## src/include/api_defs.svh

```systemverilog
`ifndef API_DEFS_SVH
`define API_DEFS_SVH

// Chain size and word width.
`define API_NUM            4
`define API_WORD_W         32

// FIFO depths in words.
`define API_TX_DEPTH       64
`define API_RX_DEPTH       256

// Block layout in words.
`define API_WORK_LEN       23
`define API_RX_BLOCK_LEN   11

// Blocks of receive headroom needed before a channel starts.
`define API_MAX_CHIP_IN_CH 5

// Idle cycles between two channel bursts.
`define API_LOAD_GAP       15

`endif
```

## src/api_data_pkg.sv

```systemverilog
`include "api_defs.svh"

package api_data_pkg;

	// Command word as written by the host.
	typedef logic [`API_WORD_W-1:0] tx_word_t;

	// Word shifted back from the chain.
	typedef logic [`API_WORD_W-1:0] rx_word_t;

endpackage

```

## src/api_cfg_pkg.sv

```systemverilog
package api_cfg_pkg;

	// Sequencer states.
	typedef enum logic [1:0] {
		st_idle = 2'd0,
		st_work = 2'd1,
		st_nop  = 2'd2,
		st_done = 2'd3
	} seq_state_t;

	// Host configuration levels, held steady during a run.
	typedef struct packed {
		logic [27:0] timeout;
		logic [7:0]  sck_div;
		logic [5:0]  ch_num;
		logic [7:0]  word_num;
	} api_cfg_t;

endpackage

```

## src/api_phy_if.sv

```systemverilog
`timescale 1ns/1ps

interface api_phy_if;
	import api_data_pkg::*;

	logic     mosi_vld;
	tx_word_t mosi_dat;
	logic     miso_vld;
	rx_word_t miso_dat;

	modport seq (
		output mosi_vld,
		input  miso_vld
	);

	modport phy (
		input  mosi_vld,
		input  mosi_dat,
		output miso_vld,
		output miso_dat
	);

	modport res (
		input miso_vld,
		input miso_dat
	);

endinterface

```

## src/api_ctrl.sv

```systemverilog
`timescale 1ns/1ps
`include "api_defs.svh"

module api_ctrl (
	input  logic                           clk,
	input  logic                           rst,
	input  api_cfg_pkg::api_cfg_t          cfg,
	input  logic                           tx_empty,
	input  logic [$clog2(`API_RX_DEPTH):0] rx_count,
	input  logic                           timer_busy,
	output logic                           timer_start,
	api_phy_if.seq                         word,
	output logic                           work,
	output api_cfg_pkg::seq_state_t        state,
	output logic [`API_NUM-1:0]            load
);
	import api_cfg_pkg::*;

	localparam int cnt_w = $clog2(`API_RX_DEPTH) + 1;
	localparam int gap_w = $clog2(`API_LOAD_GAP + 1);
	localparam int rx_need = `API_RX_BLOCK_LEN * `API_MAX_CHIP_IN_CH;

	seq_state_t nxt;
	logic [cnt_w-1:0] rx_free;
	logic rx_ok;
	logic can_start;
	logic enter_work;
	logic enter_done;
	logic gap_full;
	logic more_words;
	logic [5:0] ch_cnt;
	logic [7:0] word_cnt;
	logic [8:0] word_next;
	logic [gap_w-1:0] gap_cnt;
	logic load_back;

	assign rx_free = cnt_w'(`API_RX_DEPTH) - rx_count;
	assign rx_ok = rx_free >= cnt_w'(rx_need);
	assign can_start = !tx_empty && rx_ok;
	assign gap_full = gap_cnt == gap_w'(`API_LOAD_GAP);
	assign word_next = {1'b0, word_cnt} + 9'd1;
	assign more_words = word_next < {1'b0, cfg.word_num};
	assign enter_work = state != st_work && nxt == st_work;
	assign enter_done = state != st_done && nxt == st_done;
	assign timer_start = state == st_idle && nxt != st_idle;
	assign work = state == st_work;

	always_ff @(posedge clk) begin
		if (rst) begin
			state <= st_idle;
		end else begin
			state <= nxt;
		end
	end

	always_comb begin
		nxt = state;
		case (state)
			st_idle: if (can_start) nxt = st_work;
			st_work: if (word_cnt == cfg.word_num) nxt = st_nop;
			st_nop: begin
				// Channel count of zero behaves as one.
				if (gap_full && ch_cnt >= cfg.ch_num) begin
					nxt = st_done;
				end else if (gap_full && can_start) begin
					nxt = st_work;
				end
			end
			st_done: if (!timer_busy && load_back) nxt = st_idle;
			default: nxt = st_idle;
		endcase
	end

	always_ff @(posedge clk) begin
		if (rst) begin
			word_cnt <= '0;
		end else if (enter_work) begin
			word_cnt <= '0;
		end else if (work && word.miso_vld && word_cnt != cfg.word_num) begin
			word_cnt <= word_cnt + 8'd1;
		end
	end

	always_ff @(posedge clk) begin
		if (rst) begin
			ch_cnt <= '0;
		end else if (nxt == st_idle) begin
			ch_cnt <= '0;
		end else if (enter_work) begin
			ch_cnt <= ch_cnt + 6'd1;
		end
	end

	always_ff @(posedge clk) begin
		if (rst || state != st_nop) begin
			gap_cnt <= '0;
		end else if (!gap_full) begin
			gap_cnt <= gap_cnt + 1'b1;
		end
	end

	// One extra transfer on entering done pushes the final load.
	always_ff @(posedge clk) begin
		if (rst) begin
			word.mosi_vld <= 1'b0;
		end else begin
			word.mosi_vld <= enter_work || enter_done ||
				(work && word.miso_vld && more_words);
		end
	end

	always_ff @(posedge clk) begin
		if (rst || state == st_idle) begin
			load_back <= 1'b0;
		end else if (state == st_done && word.miso_vld) begin
			load_back <= 1'b1;
		end
	end

	always_ff @(posedge clk) begin
		if (rst) begin
			load <= '1;
		end else if (state == st_idle && nxt == st_work) begin
			load <= {{(`API_NUM - 1){1'b1}}, 1'b0};
		end else if (state == st_nop && nxt == st_work) begin
			load <= {load[`API_NUM-2:0], 1'b1};
		end else if (enter_done) begin
			load <= '1;
		end
	end

endmodule

```

## src/flat_wrapper.sv

```systemverilog
// flat-port wrapper written by rule: the top's interface ports become plain ports
module api_ctrl_flat import api_cfg_pkg::*;
  (clk, rst, cfg, tx_empty, rx_count, timer_busy, timer_start, work, state, load, word_mosi_vld, word_miso_vld);
  api_phy_if word_i ();
  input  logic clk;
  input  logic rst;
  input  api_cfg_pkg::api_cfg_t cfg;
  input  logic tx_empty;
  input  logic [$clog2(`API_RX_DEPTH):0] rx_count;
  input  logic timer_busy;
  output logic timer_start;
  output logic work;
  output api_cfg_pkg::seq_state_t state;
  output logic [`API_NUM-1:0] load;
  output wire logic [$bits(word_i.mosi_vld)-1:0] word_mosi_vld;
  input wire logic [$bits(word_i.miso_vld)-1:0] word_miso_vld;
  assign word_mosi_vld = word_i.mosi_vld;
  assign word_i.miso_vld = word_miso_vld;
  api_ctrl u_core (.clk(clk), .rst(rst), .cfg(cfg), .tx_empty(tx_empty), .rx_count(rx_count), .timer_busy(timer_busy), .timer_start(timer_start), .word(word_i), .work(work), .state(state), .load(load));
endmodule
```

## config.mk

```make
export PLATFORM = sky130hd
export DESIGN_NAME = api_ctrl_flat
export DESIGN_NICKNAME = d
export VERILOG_FILES = /design/src/api_data_pkg.sv /design/src/api_cfg_pkg.sv /design/src/api_phy_if.sv /design/src/api_ctrl.sv /design/src/flat_wrapper.sv
export VERILOG_INCLUDE_DIRS = /design/src /design/src/include
export SDC_FILE = /design/constraint.sdc
export NUM_CORES = 1
export LEC_CHECK = 0
export ABC_AREA = 1
export BUFFER_PORTS_ARGS = -buffer_cell sky130_fd_sc_hd__buf_2
export CORE_ASPECT_RATIO = 0.9
export CORE_MARGIN = 2
export CORE_UTILIZATION = 56
export CTS_BUF_LIST = sky130_fd_sc_hd__clkbuf_4
export CTS_CLUSTER_DIAMETER = 120
export DETAILED_ROUTE_END_ITERATION = 12
export MAX_ROUTING_LAYER = met4
export PLACE_DENSITY_LB_ADDON = 0.2
export SLEW_MARGIN = 20
export SYNTH_ARGS = -nofsm -noshare
export SYNTH_HDL_FRONTEND = slang
export SYNTH_SLANG_ARGS = --single-unit
```

## constraint.sdc

```tcl
create_clock -name clk -period 5.6 [get_ports clk]
set_input_delay 1.12 -clock clk [delete_from_list [all_inputs] [get_ports clk]]
set_output_delay 1.12 -clock clk [all_outputs]
set_load 0.02 [all_outputs]
```

Word level (Yosys, flattened, before mapping)
Index checks and enable logic that the tools add are counted.
W data, S select, Z words.
- add/subtract/negate cells: 5
- multipliers: 0
- divide/modulo/power cells: 0
- $lt $le $gt $ge: 3
- eq/ne operators: 11
- shifts and indexed selects: 0
- mux-type cells: 9
- bitwise logic cells: 0
- reductions and logical operators: 27
- operators with widths (cell ; number):
    $logic_and A1 B1 Y1 ; 13
    $mux W2 ; 5
    $add A8 B1 Y9 const B ; 1
    $ge A9 B6 Y1 const B ; 1
    $lt A9 B8 Y1 ; 1
    $sub A9 B9 Y9 const A ; 1
    $add A8 B1 Y8 const B ; 1
    $eq A8 B8 Y1 ; 1
    $mux W4 ; 2
    $ne A8 B8 Y1 ; 1
    $pmux W2 S4 ; 1
    $add A6 B1 Y6 const B ; 1
    $eq A2 B2 Y1 const B ; 3
    $ge A6 B6 Y1 ; 1
    $reduce_or A2 Y1 ; 3
    $add A4 B1 Y4 const B ; 1
    $eq A2 B1 Y1 const B ; 2
    $eq A4 B4 Y1 const B ; 1
    $logic_not A2 Y1 ; 2
    $logic_or A1 B1 Y1 ; 4
    $ne A2 B2 Y1 const B ; 2
    $reduce_bool A2 Y1 ; 2
    $reduce_bool A3 Y1 ; 1
    $logic_not A1 Y1 ; 2
    other kinds (2) ; 2
- flip-flop bits (word level): 26
- latch bits: 0
- RAM bits: 0
- ROM bits: 0
- input bits: 64
- output and inout bits: 9
- logic and storage cells: 63
- memories kept: 0

Longest topological paths before layout
Gate-level depths: netlist of run 1.
- word-level depth: 12
- gate-level depth with buffers: 17
- depth with buffers taken out: 17

Least setup slack after synthesis of run 1
OpenSTA, ideal clock, no wires.
- path kind: input to output
- start point: input rx_count[0]
- end point: output timer_start
- arrival time: 2507 ps
- data required time: 4480 ps
- path slack: 1973 ps
- cell stages on the path: 14
- path buffers: 0
- path through: inv_1 -> ha_1 -> nand2_1 -> nor2_1 -> nand2_1 -> nand2_1 -> nor2_1 -> nand3_2 -> nand2_2 -> nand2_2 -> nand2_2 -> a21oi_4 -> nand2_1 -> inv_1
- cells in the longest elaborated chain, start to end: 9
- elaborated cells between the ends (all ways): 10
- those cells by class: add/sub (1); order compare (1); mux (4); reduce/logical (4)
- ends and longest elaborated chain (element ; RTL line ; text):
    start, declared ; flat_wrapper.sv:9 ; input logic [$clog2(`API_RX_DEPTH):0] rx_count;
    $sub A9 B9 Y9 * ; api_ctrl.sv:37 ; assign rx_free = cnt_w'(`API_RX_DEPTH) - rx_count;
    $ge A9 B6 Y1 * ; api_ctrl.sv:38 ; assign rx_ok = rx_free >= cnt_w'(rx_need);
    $logic_and A1 B1 Y1 * ; api_ctrl.sv:39 ; assign can_start = !tx_empty && rx_ok;
    $logic_and A1 B1 Y1 ; api_ctrl.sv:65 ; end else if (gap_full && can_start) begin
    $mux W2 ; api_ctrl.sv:65 ;
    $mux W2 ; api_ctrl.sv:63 ; if (gap_full && ch_cnt >= cfg.ch_num) begin
    $pmux W2 S4 * ; api_ctrl.sv:58 ; case (state)
    $reduce_bool A2 Y1 * ; api_ctrl.sv:45 ; assign timer_start = state == st_idle && nxt != st_idle;
    $logic_and A1 B1 Y1 * ; api_ctrl.sv:45 ;
    end, declared ; flat_wrapper.sv:11 ; output logic timer_start;
Every way passes the cells marked *; elsewhere a longest branch is shown, timed or not.

Worst setup path in the final report of run 1
Ends and elaborated chain as after synthesis.

==> results.cfg, run 1 <==
[setup_path]
r2r_cells = 11
rr_startpoint = u_core.ch_cnt[3]
critPathKind = primary input to output pin
critPathArrivalTime_ns = 2.93
crit_start = rx_count[0]
cp_max_fo = 6
rrSetupSlack_ns = 3.32
required_ns = 4.48
timing.critical_path.to = timer_start
worstSetupEndpointType = output pin
r2r_end = u_core.word_cnt[5]
startpoint_type = primary input

[power]
powerDensity_mw_per_mm2 = 155
power.switching_uw = 111
finalPower_uw = 358
clkPwrFrac_pct = 22.3
combPwrFrac_pct = 23.4
p_int_uw = 247
seqPwrFrac_pct = 54.3
vdd.ir_drop.worst_v = 0.000153
leakage_uw = 0.00132
switching_share_pct = 30.9

[yosys]
synth_common_cells = 65 x inv_1, 65 x nand2_1, 35 x nor2_1
yosysTopAreaCell = dfxtp_1
synth_fa_ha_area_share_pct = 11.6
synthMuxAreaShare_pct = 1.47
synth-edff-count = 0
yosysTopAreaCellShare_pct = 25.4
synth_flop_cell = dfxtp_1
synthTopCellsByArea = dfxtp_1 25%, inv_1 12%, nand2_1 12%
synthSimpleGateAreaFrac_pct = 31.8
seq_area_frac_synth_pct = 25.4
avgSynthCellArea_um2 = 6.58
synth_top_family_by_area = simple AND/OR/NAND/NOR gates
syn_nets = 394
yosys_warnings = 0
synthesis.area_mm2 = 0.00205
synth_xor_area_share_pct = 5.99
netlist_instances = 311
synth_compound_area_share_pct = 11.4
ys_async_sr_fraction_pct = 0
synth-seq-cells = 26
yosysUniqueCellTypes = 29

[placement]
dpl.cell_count = 391
post-dp-hpwl_mm = 3.30
routabilityCongestion = 0.838
io_buffers = 36
dpl_worst_slack_ns = 1.56

[timing]
hold_viol = 0
finalSetupViolations = 0
rsz0062_at_grt = no
fin_crit_sh_pct = 72.4
layout_setup_ws_ns = 1.55
min_period_ns = 4.05
slew_violations = 0
fin_skew_ns = 0.00676
worst_slew_pin_slew_ns = 0.412
fin_setup_tns_ns = 0
slew_headroom_pct = 72.2
fmax_mhz = 247
hold_ws_ns = 0.500

[routing]
wl_mm = 3.90
route.detailed.drc = 0
first_iter_violations = 66
route.vias.total = 1907
first_pass_iters = 5
ant_nets = 0
wire_per_inst_um = 9.89
via_per_inst = 4.84

[global_routing]
grt_pass1_wl_mm = 6.90
antenna_found_initial = 0
first_global_vias = 1665
globalRouteTotalUtil_pct = 22.1
grt_max_degree = 14
grt_overflow_total = 0

[die]
die_x_um = 67.7
core_mm2 = 0.00343
fp.dieH_um = 61.4
pin_count = 73
die_area_mm2 = 0.00416
initial_utilization_pct = 59.7
rows = 20

[min_path]
min_path_type = register to register

[clocking]
clock_latency_ns = 0.32
tritoncts = yes
hold_buffers = 0
cts_buffers = 3
htree_levels = 1
cts.sinks = 26
ctsResizeCount = 0
cts_setup_buffers = 0
root_buffer = clkbuf_4
clockBufferDepth = 2
path_clk_slew_ns = 0.14

[layout]
final_layout_size_suffix_gt1_share_pct = 14.9
layout.nets = 435
stdcell_count = 394
antennaDiodeCount = 0
syn_to_final_growth_pct = 12.6

[outcome]
status = finished, final reports clean

[job]
max_cap_violations = 0
[cell families (layout without fill, tap and decap cells)]
kind of cell,count (synthesis),in the layout
buf+inv,66,105
flops,26,26
simple gates,145,145
xor+xnor,14,14
fa+ha+maj,19,19
mux,3,3
compound gates,38,38
[worst min-delay path by stage]
stage                                  from                 to  depth (start not counted)
after floorplan            u_core.load_back   u_core.load_back                          2
after global placement     u_core.load_back   u_core.load_back                          2
after detailed placement   u_core.load_back   u_core.load_back                          2
after CTS                  u_core.ch_cnt[4]   u_core.ch_cnt[4]                          2
after global routing      u_core.gap_cnt[3]  u_core.gap_cnt[3]                          2
final                      u_core.ch_cnt[4]   u_core.ch_cnt[4]                          2
[cells in the final DEF (no fill, tap or decap), drive strengths merged, types with 4 or more instances in the layout]
| cell | count |
|---|---|
| inv | 65 |
| nand3 | 21 |
| nor3 | 4 |
| xor2 | 14 |
| nand4 | 10 |
| a21oi | 14 |
| o21ai | 17 |
| ha | 19 |
| dfxtp | 26 |
| nor2 | 37 |
| nand2 | 69 |
| buf | 37 |
[per-stage QoR]
step           util (%)  cell area, µm²
2_1_floorplan         -            2050
3_3_place_gp       66.6            2280
3_5_place_dp       66.6            2280
4_1_cts            67.2            2300
5_1_grt            67.2            2300
6_report           67.2            2300
[routing by layer]
metal	vias to the layer above	GRT usage, %	part of all wire [%]
met4	0	2.62	0.41
li1	1061	-	-
met5	-	-	0
met1	817	30.0	52
met3	2	4.39	3.2
met2	27	35.2	45
[power groups by stage]
stage / logic (µW) / registers (µW) / clock network, µW
after CTS: 84.2 / 194 / 81.7
after detailed placement: 83.9 / 198 / 0
final: 83.6 / 194 / 79.9
after floorplan: 54.7 / 200 / 0
after global routing: 97.5 / 195 / 90.7
after global placement: 82.6 / 198 / 0
[area by class of cell]
type / instances / area [µm²]
Sequential cell: 26 / 520
Inverter: 65 / 244
Fill cell: 320 / 1120
Tap cell: 44 / 55.1
Timing Repair Buffer: 37 / 188
Clock buffer: 3 / 22.5
Multi-Input combinational cell: 219 / 1270
[flip-flops by register name, summed over array words and instances (netlist names)]
signal / cells
u_core.word_cnt: 8
u_core.ch_cnt: 6
u_core.gap_cnt: 4
u_core.load: 4
u_core.state: 2
u_core.load_back: 1
u_core.word.mosi_vld: 1
[critical path: stages]
cell and delay, ns:
buf_2 0.11, inv_1 0.12, ha_1 0.27, nand2_1 0.12
nor2_1 0.13, nand2_1 0.06, nand2_1 0.06, nor2_1 0.04
nand3_2 0.08, nand2_2 0.06, nand2_2 0.07, nand2_2 0.10
a21oi_4 0.24, nand2_1 0.10, inv_1 0.08, buf_2 0.16
Note: power is estimated with default switching activity, not from simulation.
==> run 2, diff against run 1 <==
--- a/config.mk
+++ b/config.mk
@@ -10,7 +10,7 @@
 export BUFFER_PORTS_ARGS = -buffer_cell sky130_fd_sc_hd__buf_2
 export CORE_ASPECT_RATIO = 0.9
 export CORE_MARGIN = 2
-export CORE_UTILIZATION = 56
+export CORE_UTILIZATION = 52
 export CTS_BUF_LIST = sky130_fd_sc_hd__clkbuf_4
 export CTS_CLUSTER_DIAMETER = 120
 export DETAILED_ROUTE_END_ITERATION = 12
==> constraint.sdc (replaced) <==
create_clock -name clk -period 4 [get_ports clk]
set_input_delay 0.8 -clock clk [delete_from_list [all_inputs] [get_ports clk]]
set_output_delay 0.8 -clock clk [all_outputs]
set_load 0.02 [all_outputs]
==> run 2 against run 1 <==
  * Final cell count up 0.76%
  * Combinational power up 42%
  * Critical path type unchanged
  * Largest power group unchanged
  * Setup slack lost 0.99 ns
  * Clock skew is 0.015 ns higher
  * Wire length up 0.77%
==> results.cfg, run 2 (synthesis gave the netlist of run 1 again) <==
[outcome]
status = finished, final reports clean

[clocking]
hold_buffers = 0
ctsResizeCount = 0
tritoncts = yes
clock_latency_ns = 0.34
cts.sinks = 26
clockBufferDepth = 2
htree_levels = 1
path_clk_slew_ns = 0.13
cts_setup_buffers = 0
root_buffer = clkbuf_4
cts_buffers = 3

[global_routing]
grt_max_degree = 15
grt_pass1_wl_mm = 7.18
globalRouteTotalUtil_pct = 19.7
grt_overflow_total = 0
first_global_vias = 1796
antenna_found_initial = 0

[timing]
layout_setup_ws_ns = 0.560
fin_skew_ns = 0.0220
fin_setup_tns_ns = 0
min_period_ns = 3.44
hold_viol = 0
fin_crit_sh_pct = 86.0
fmax_mhz = 291
slew_violations = 0
worst_slew_pin_slew_ns = 0.416
finalSetupViolations = 0
slew_headroom_pct = 72.0
rsz0062_at_grt = no

[routing]
first_pass_iters = 4
wl_mm = 3.93
route.detailed.drc = 0
via_per_inst = 4.90
ant_nets = 0
wire_per_inst_um = 9.89
route.vias.total = 1947
first_iter_violations = 88

[placement]
io_buffers = 36
routabilityCongestion = 0.884
post-dp-hpwl_mm = 3.32
dpl_worst_slack_ns = 0.575

[layout]
finish.utilization_pct = 61.5
final_layout_size_suffix_gt1_share_pct = 14.8
layout.nets = 435
largest-register = u_core.word_cnt
reg.largest.list = u_core.word_cnt: 8 flops, u_core.ch_cnt: 6 flops
antennaDiodeCount = 0
largest_reg_flops = 8
syn_to_final_growth_pct = 12.9
layout_common_cells = 65 x inv_1, 65 x nand2_1, 36 x buf_2

[power]
leakage_uw = 0.00132
powerDensity_mw_per_mm2 = 220
switching_share_pct = 31.4
power.switching_uw = 160
vdd.ir_drop.worst_v = 0.000255
clkPwrFrac_pct = 23.0
p_int_uw = 348
seqPwrFrac_pct = 53.6
combPwrFrac_pct = 23.5

[die]
die_x_um = 70.1
pin_count = 73
rows = 21
fp.dieH_um = 63.5
die_area_mm2 = 0.00445
core_mm2 = 0.00376
initial_utilization_pct = 54.5

[setup_path]
startpoint_type = primary input
cp_max_fo = 6
critPathArrivalTime_ns = 2.64
critPathKind = primary input to output pin
worstSetupEndpointType = output pin
required_ns = 3.20

[min_path]
min_path_type = register to register

[job]
max_cap_violations = 0
[run 2: cell types whose count changed in the layout (fill, tap and decap cells not counted), sizes merged]
cell,change
clkinv,+1
[run 2: layer usage]
metal | wire, µm | up-vias | global-route usage [%]
li1 | - | 1070 | -
met1 | 2080 | 839 | 26.5
met2 | 1660 | 34 | 31.7
met3 | 160 | 4 | 3.36
met4 | 26 | 0 | 3.61
met5 | 0 | - | -
[run 2: worst paths after layout]
path | slack, ns | startpoint | cells after the start | to
setup / recovery | 0.56 | rx_count[0] | 16 | timer_start
hold reg to reg | 0.49 | u_core.load_back | 2 | u_core.load_back
hold / removal | 0.49 | u_core.load_back | 2 | u_core.load_back
setup reg to reg | 1.74 | u_core.ch_cnt[3] | 11 | u_core.word_cnt[2]
[run 2: final cells by class]
type | instances | area (µm²)
Inverter | 65 | 244
Tap cell | 46 | 57.6
Sequential cell | 26 | 520
Clock inverter | 1 | 3.75
Fill cell | 371 | 1450
Clock buffer | 3 | 22.5
Timing Repair Buffer | 37 | 188
Multi-Input combinational cell | 219 | 1270
[run 2: per-stage QoR]
stage	instances	hold WS, ns	total power [µW]	cell area (µm²)
final	397	0.487	508	2310
after floorplan	311	0.442	357	2050
after detailed placement	393	0.460	396	2280
after global placement	393	0.460	393	2280
after global routing	397	0.529	537	2310
after CTS	397	0.491	512	2310
[run 2: power groups by stage]
stage	combinational, µW	clock [µW]	sequential, µW
detailed placement	118	0	278
floorplan	76.6	0	280
global placement	115	0	278
CTS	119	121	272
finish	119	117	272
global route	137	127	273
[run 2: worst max-delay path, cell delays in order]
cell and delay [ns]:
buf_2 0.11, inv_1 0.12, ha_1 0.28, nand2_1 0.13, nor2_1 0.12, nand2_1 0.05, nand2_1 0.06, nor2_1 0.04
nand3_2 0.08, nand2_2 0.06, nand2_2 0.07, nand2_2 0.10, a21oi_4 0.24, nand2_1 0.12, inv_1 0.09, buf_2 0.16
==> run 3, diff against run 2 <==
--- a/config.mk
+++ b/config.mk
@@ -6,11 +6,10 @@
 export SDC_FILE = /design/constraint.sdc
 export NUM_CORES = 1
 export LEC_CHECK = 0
-export ABC_AREA = 1
 export BUFFER_PORTS_ARGS = -buffer_cell sky130_fd_sc_hd__buf_2
 export CORE_ASPECT_RATIO = 0.9
 export CORE_MARGIN = 2
-export CORE_UTILIZATION = 52
+export CORE_UTILIZATION = 50
 export CTS_BUF_LIST = sky130_fd_sc_hd__clkbuf_4
 export CTS_CLUSTER_DIAMETER = 120
 export DETAILED_ROUTE_END_ITERATION = 12
==> constraint.sdc (replaced) <==
create_clock -name clk -period 4 [get_ports clk]
set_input_delay 1 -clock clk [delete_from_list [all_inputs] [get_ports clk]]
set_output_delay 1 -clock clk [all_outputs]
set_load 0.02 [all_outputs]
==> run 3 against run 2 <==
  * Final cell count shrank 22%
  * Worst hold slack gained 0.018 ns
  * Register-to-register slack worse by 0.39 ns
  * Largest cell class unchanged
  * Largest power group unchanged
==> results.cfg, run 3 <==
[outcome]
status = finished, final reports clean

[yosys]
synth-edff-count = 0
syn_nets = 313
seq_area_frac_synth_pct = 28.2
synth.most_common_cell = dfxtp_1
synth_common_cells = 26 x dfxtp_1, 23 x nor2_1, 20 x inv_1
yosys_warnings = 0
yosysUniqueCellTypes = 44
synth_flop_cell = dfxtp_1
synthesis.area_mm2 = 0.00185
yosysTopAreaCellShare_pct = 28.2
avgSynthCellArea_um2 = 8.03
ys_async_sr_fraction_pct = 0
synthTopCellsByArea = dfxtp_1 28%, ha_1 13%, xnor2_1 7.6%
yosysTopAreaCell = dfxtp_1
netlist_instances = 230
synth-seq-cells = 26

[setup_path]
cp_max_fo = 5
slowest_stage = or4_1
required_ns = 3.00
path_cells = buf_2 -> inv_1 -> ha_1 -> or4_1 -> or3_1 -> a31o_1 -> nor3_2 -> buf_2
cp.buffers_inverters = 3
cpMostUsedCell = buf_2
rr_startpoint = u_core.ch_cnt[0]
path_delay_family = simple AND/OR/NAND/NOR gates
worstSetupEndpointType = output pin
startpoint_type = primary input
crit_start = rx_count[1]
critPathKind = primary input to output pin
slowest_delay_ns = 0.40
critPathArrivalTime_ns = 2.76

[placement]
post-dp-hpwl_mm = 2.86
routabilityCongestion = 0.873
placed_area_mm2 = 0.00207
io_buffers = 36

[global_routing]
grt_pass1_wl_mm = 5.65
grt_overflow_total = 0
first_global_vias = 1330
antenna_found_initial = 0
globalRouteTotalUtil_pct = 18.1
grt_max_degree = 18

[routing]
via_per_inst = 5.27
first_iter_violations = 115
wire_per_inst_um = 11.3
route.vias.total = 1628
ant_nets = 0
wl_mm = 3.49
first_pass_iters = 4
route.detailed.drc = 0

[clocking]
cts_buffers = 3
cts.sinks = 26
path_clk_slew_ns = 0.12
clock_latency_ns = 0.32
clockBufferDepth = 2
tritoncts = yes
root_buffer = clkbuf_4
htree_levels = 1

[timing]
slew_violations = 0
rsz0062_at_grt = no
min_period_ns = 3.76
worst_slew_pin_slew_ns = 0.900
fin_skew_ns = 0.0136
hold_viol = 0
fin_setup_tns_ns = 0
finalSetupViolations = 0
slew_headroom_pct = 39.5
fmax_mhz = 266
fin_crit_sh_pct = 93.9

[power]
vdd.ir_drop.worst_v = 0.000134
finalPower_uw = 463
leakage_uw = 0.000944
powerDensity_mw_per_mm2 = 220

[layout]
fin_area_mm2 = 0.00210
regArea_um2 = 520
antennaDiodeCount = 0
finish.utilization_pct = 60.9
fillers = 319
layout.nets = 350
final_common_cell = buf_2
multi_input_area_mm2 = 0.00123
layout_common_cells = 36 x buf_2, 26 x dfxtp_1, 23 x nor2_1
largest_reg_flops = 8
reg.largest.list = u_core.word_cnt: 8 flops, u_core.ch_cnt: 6 flops
largest-register = u_core.word_cnt
final_layout_size_suffix_gt1_share_pct = 18.1
syn_to_final_growth_pct = 13.9

[job]
max_cap_violations = 0

[die]
core_mm2 = 0.00345
pin_count = 73
fp.dieH_um = 61.7
initial_utilization_pct = 53.5
rows = 20
die_area_mm2 = 0.00420
die_x_um = 68.1

[min_path]
hp-start = u_core.load_back
min_path_type = register to register
==> run 3: cell types whose count changed in the layout (fill, tap and decap cells not counted), sizes merged, moves of 10 or more <==
cell	before	now
inv	65	20
nand3	21	10
nor2	37	23
xnor2	0	16
nand2	69	16
o21ai	17	7
==> run 3: tightest hold or removal path: cells and delay by family (launching register included) <==
kind           cells  cell delay [ns]
flip-flops         1             0.34
AO/OA/AOI/OAI      2             0.13
==> run 3: what timing repair did <==
item                       CTS  global route
setup endpoints to repair    0             1
setup buffers                0             0
hold buffers                 0             0
resized for setup            0             2
==> run 3: power by group <==
group / internal, µW / switching, µW
Combinational: 39.7 / 46.4
Sequential: 263 / 6.43
Clock: 35.3 / 72.1
Total: 338 / 125
==> run 3: final cells by class <==
type	instances	area share, %
Clock buffer	3	1.07
Tap cell	44	2.62
Sequential cell	26	24.7
Multi-Input combinational cell	177	58.4
Timing Repair Buffer	39	9.63
Inverter	20	3.57
==> run 3: per-layer routing <==
layer,vias to the layer above,global-route usage (%),part of all wire (%)
met5,-,-,0
met1,712,24.3,50
li1,877,-,-
met4,0,4.29,0.89
met3,2,2.19,3.8
met2,37,29.1,45
==> run 3: through the flow <==
step                      hold WS [ns]  setup slack, ns  cells
after floorplan                  0.463            0.218    230
after global placement           0.483            0.167    306
after detailed placement         0.491            0.154    306
after CTS                        0.508            0.151    309
after global routing             0.526           0.0807    309
final                            0.505            0.242    309
==> run 3: cell families (layout without fill, tap and decap cells) <==
kind of cell / count (synthesis) / after routing / synth area share [%]
multiplexers: 2 / 2 / 1.08
buffers and inverters: 27 / 62 / 5.96
adder cells (fa/ha/maj): 19 / 19 / 12.9
AND/OR/NAND/NOR: 86 / 86 / 24.0
AO/OA/AOI/OAI: 44 / 44 / 15.6
XOR/XNOR: 26 / 26 / 12.3
flip-flops: 26 / 26 / 28.2
==> run 3: final timing paths <==
path / end / slack, ns / depth (start not counted)
min: u_core.load_back / 0.51 / 2
max reg2reg: u_core.word_cnt[2] / 1.35 / 9
max: timer_start / 0.24 / 8
min reg2reg: u_core.load_back / 0.51 / 2
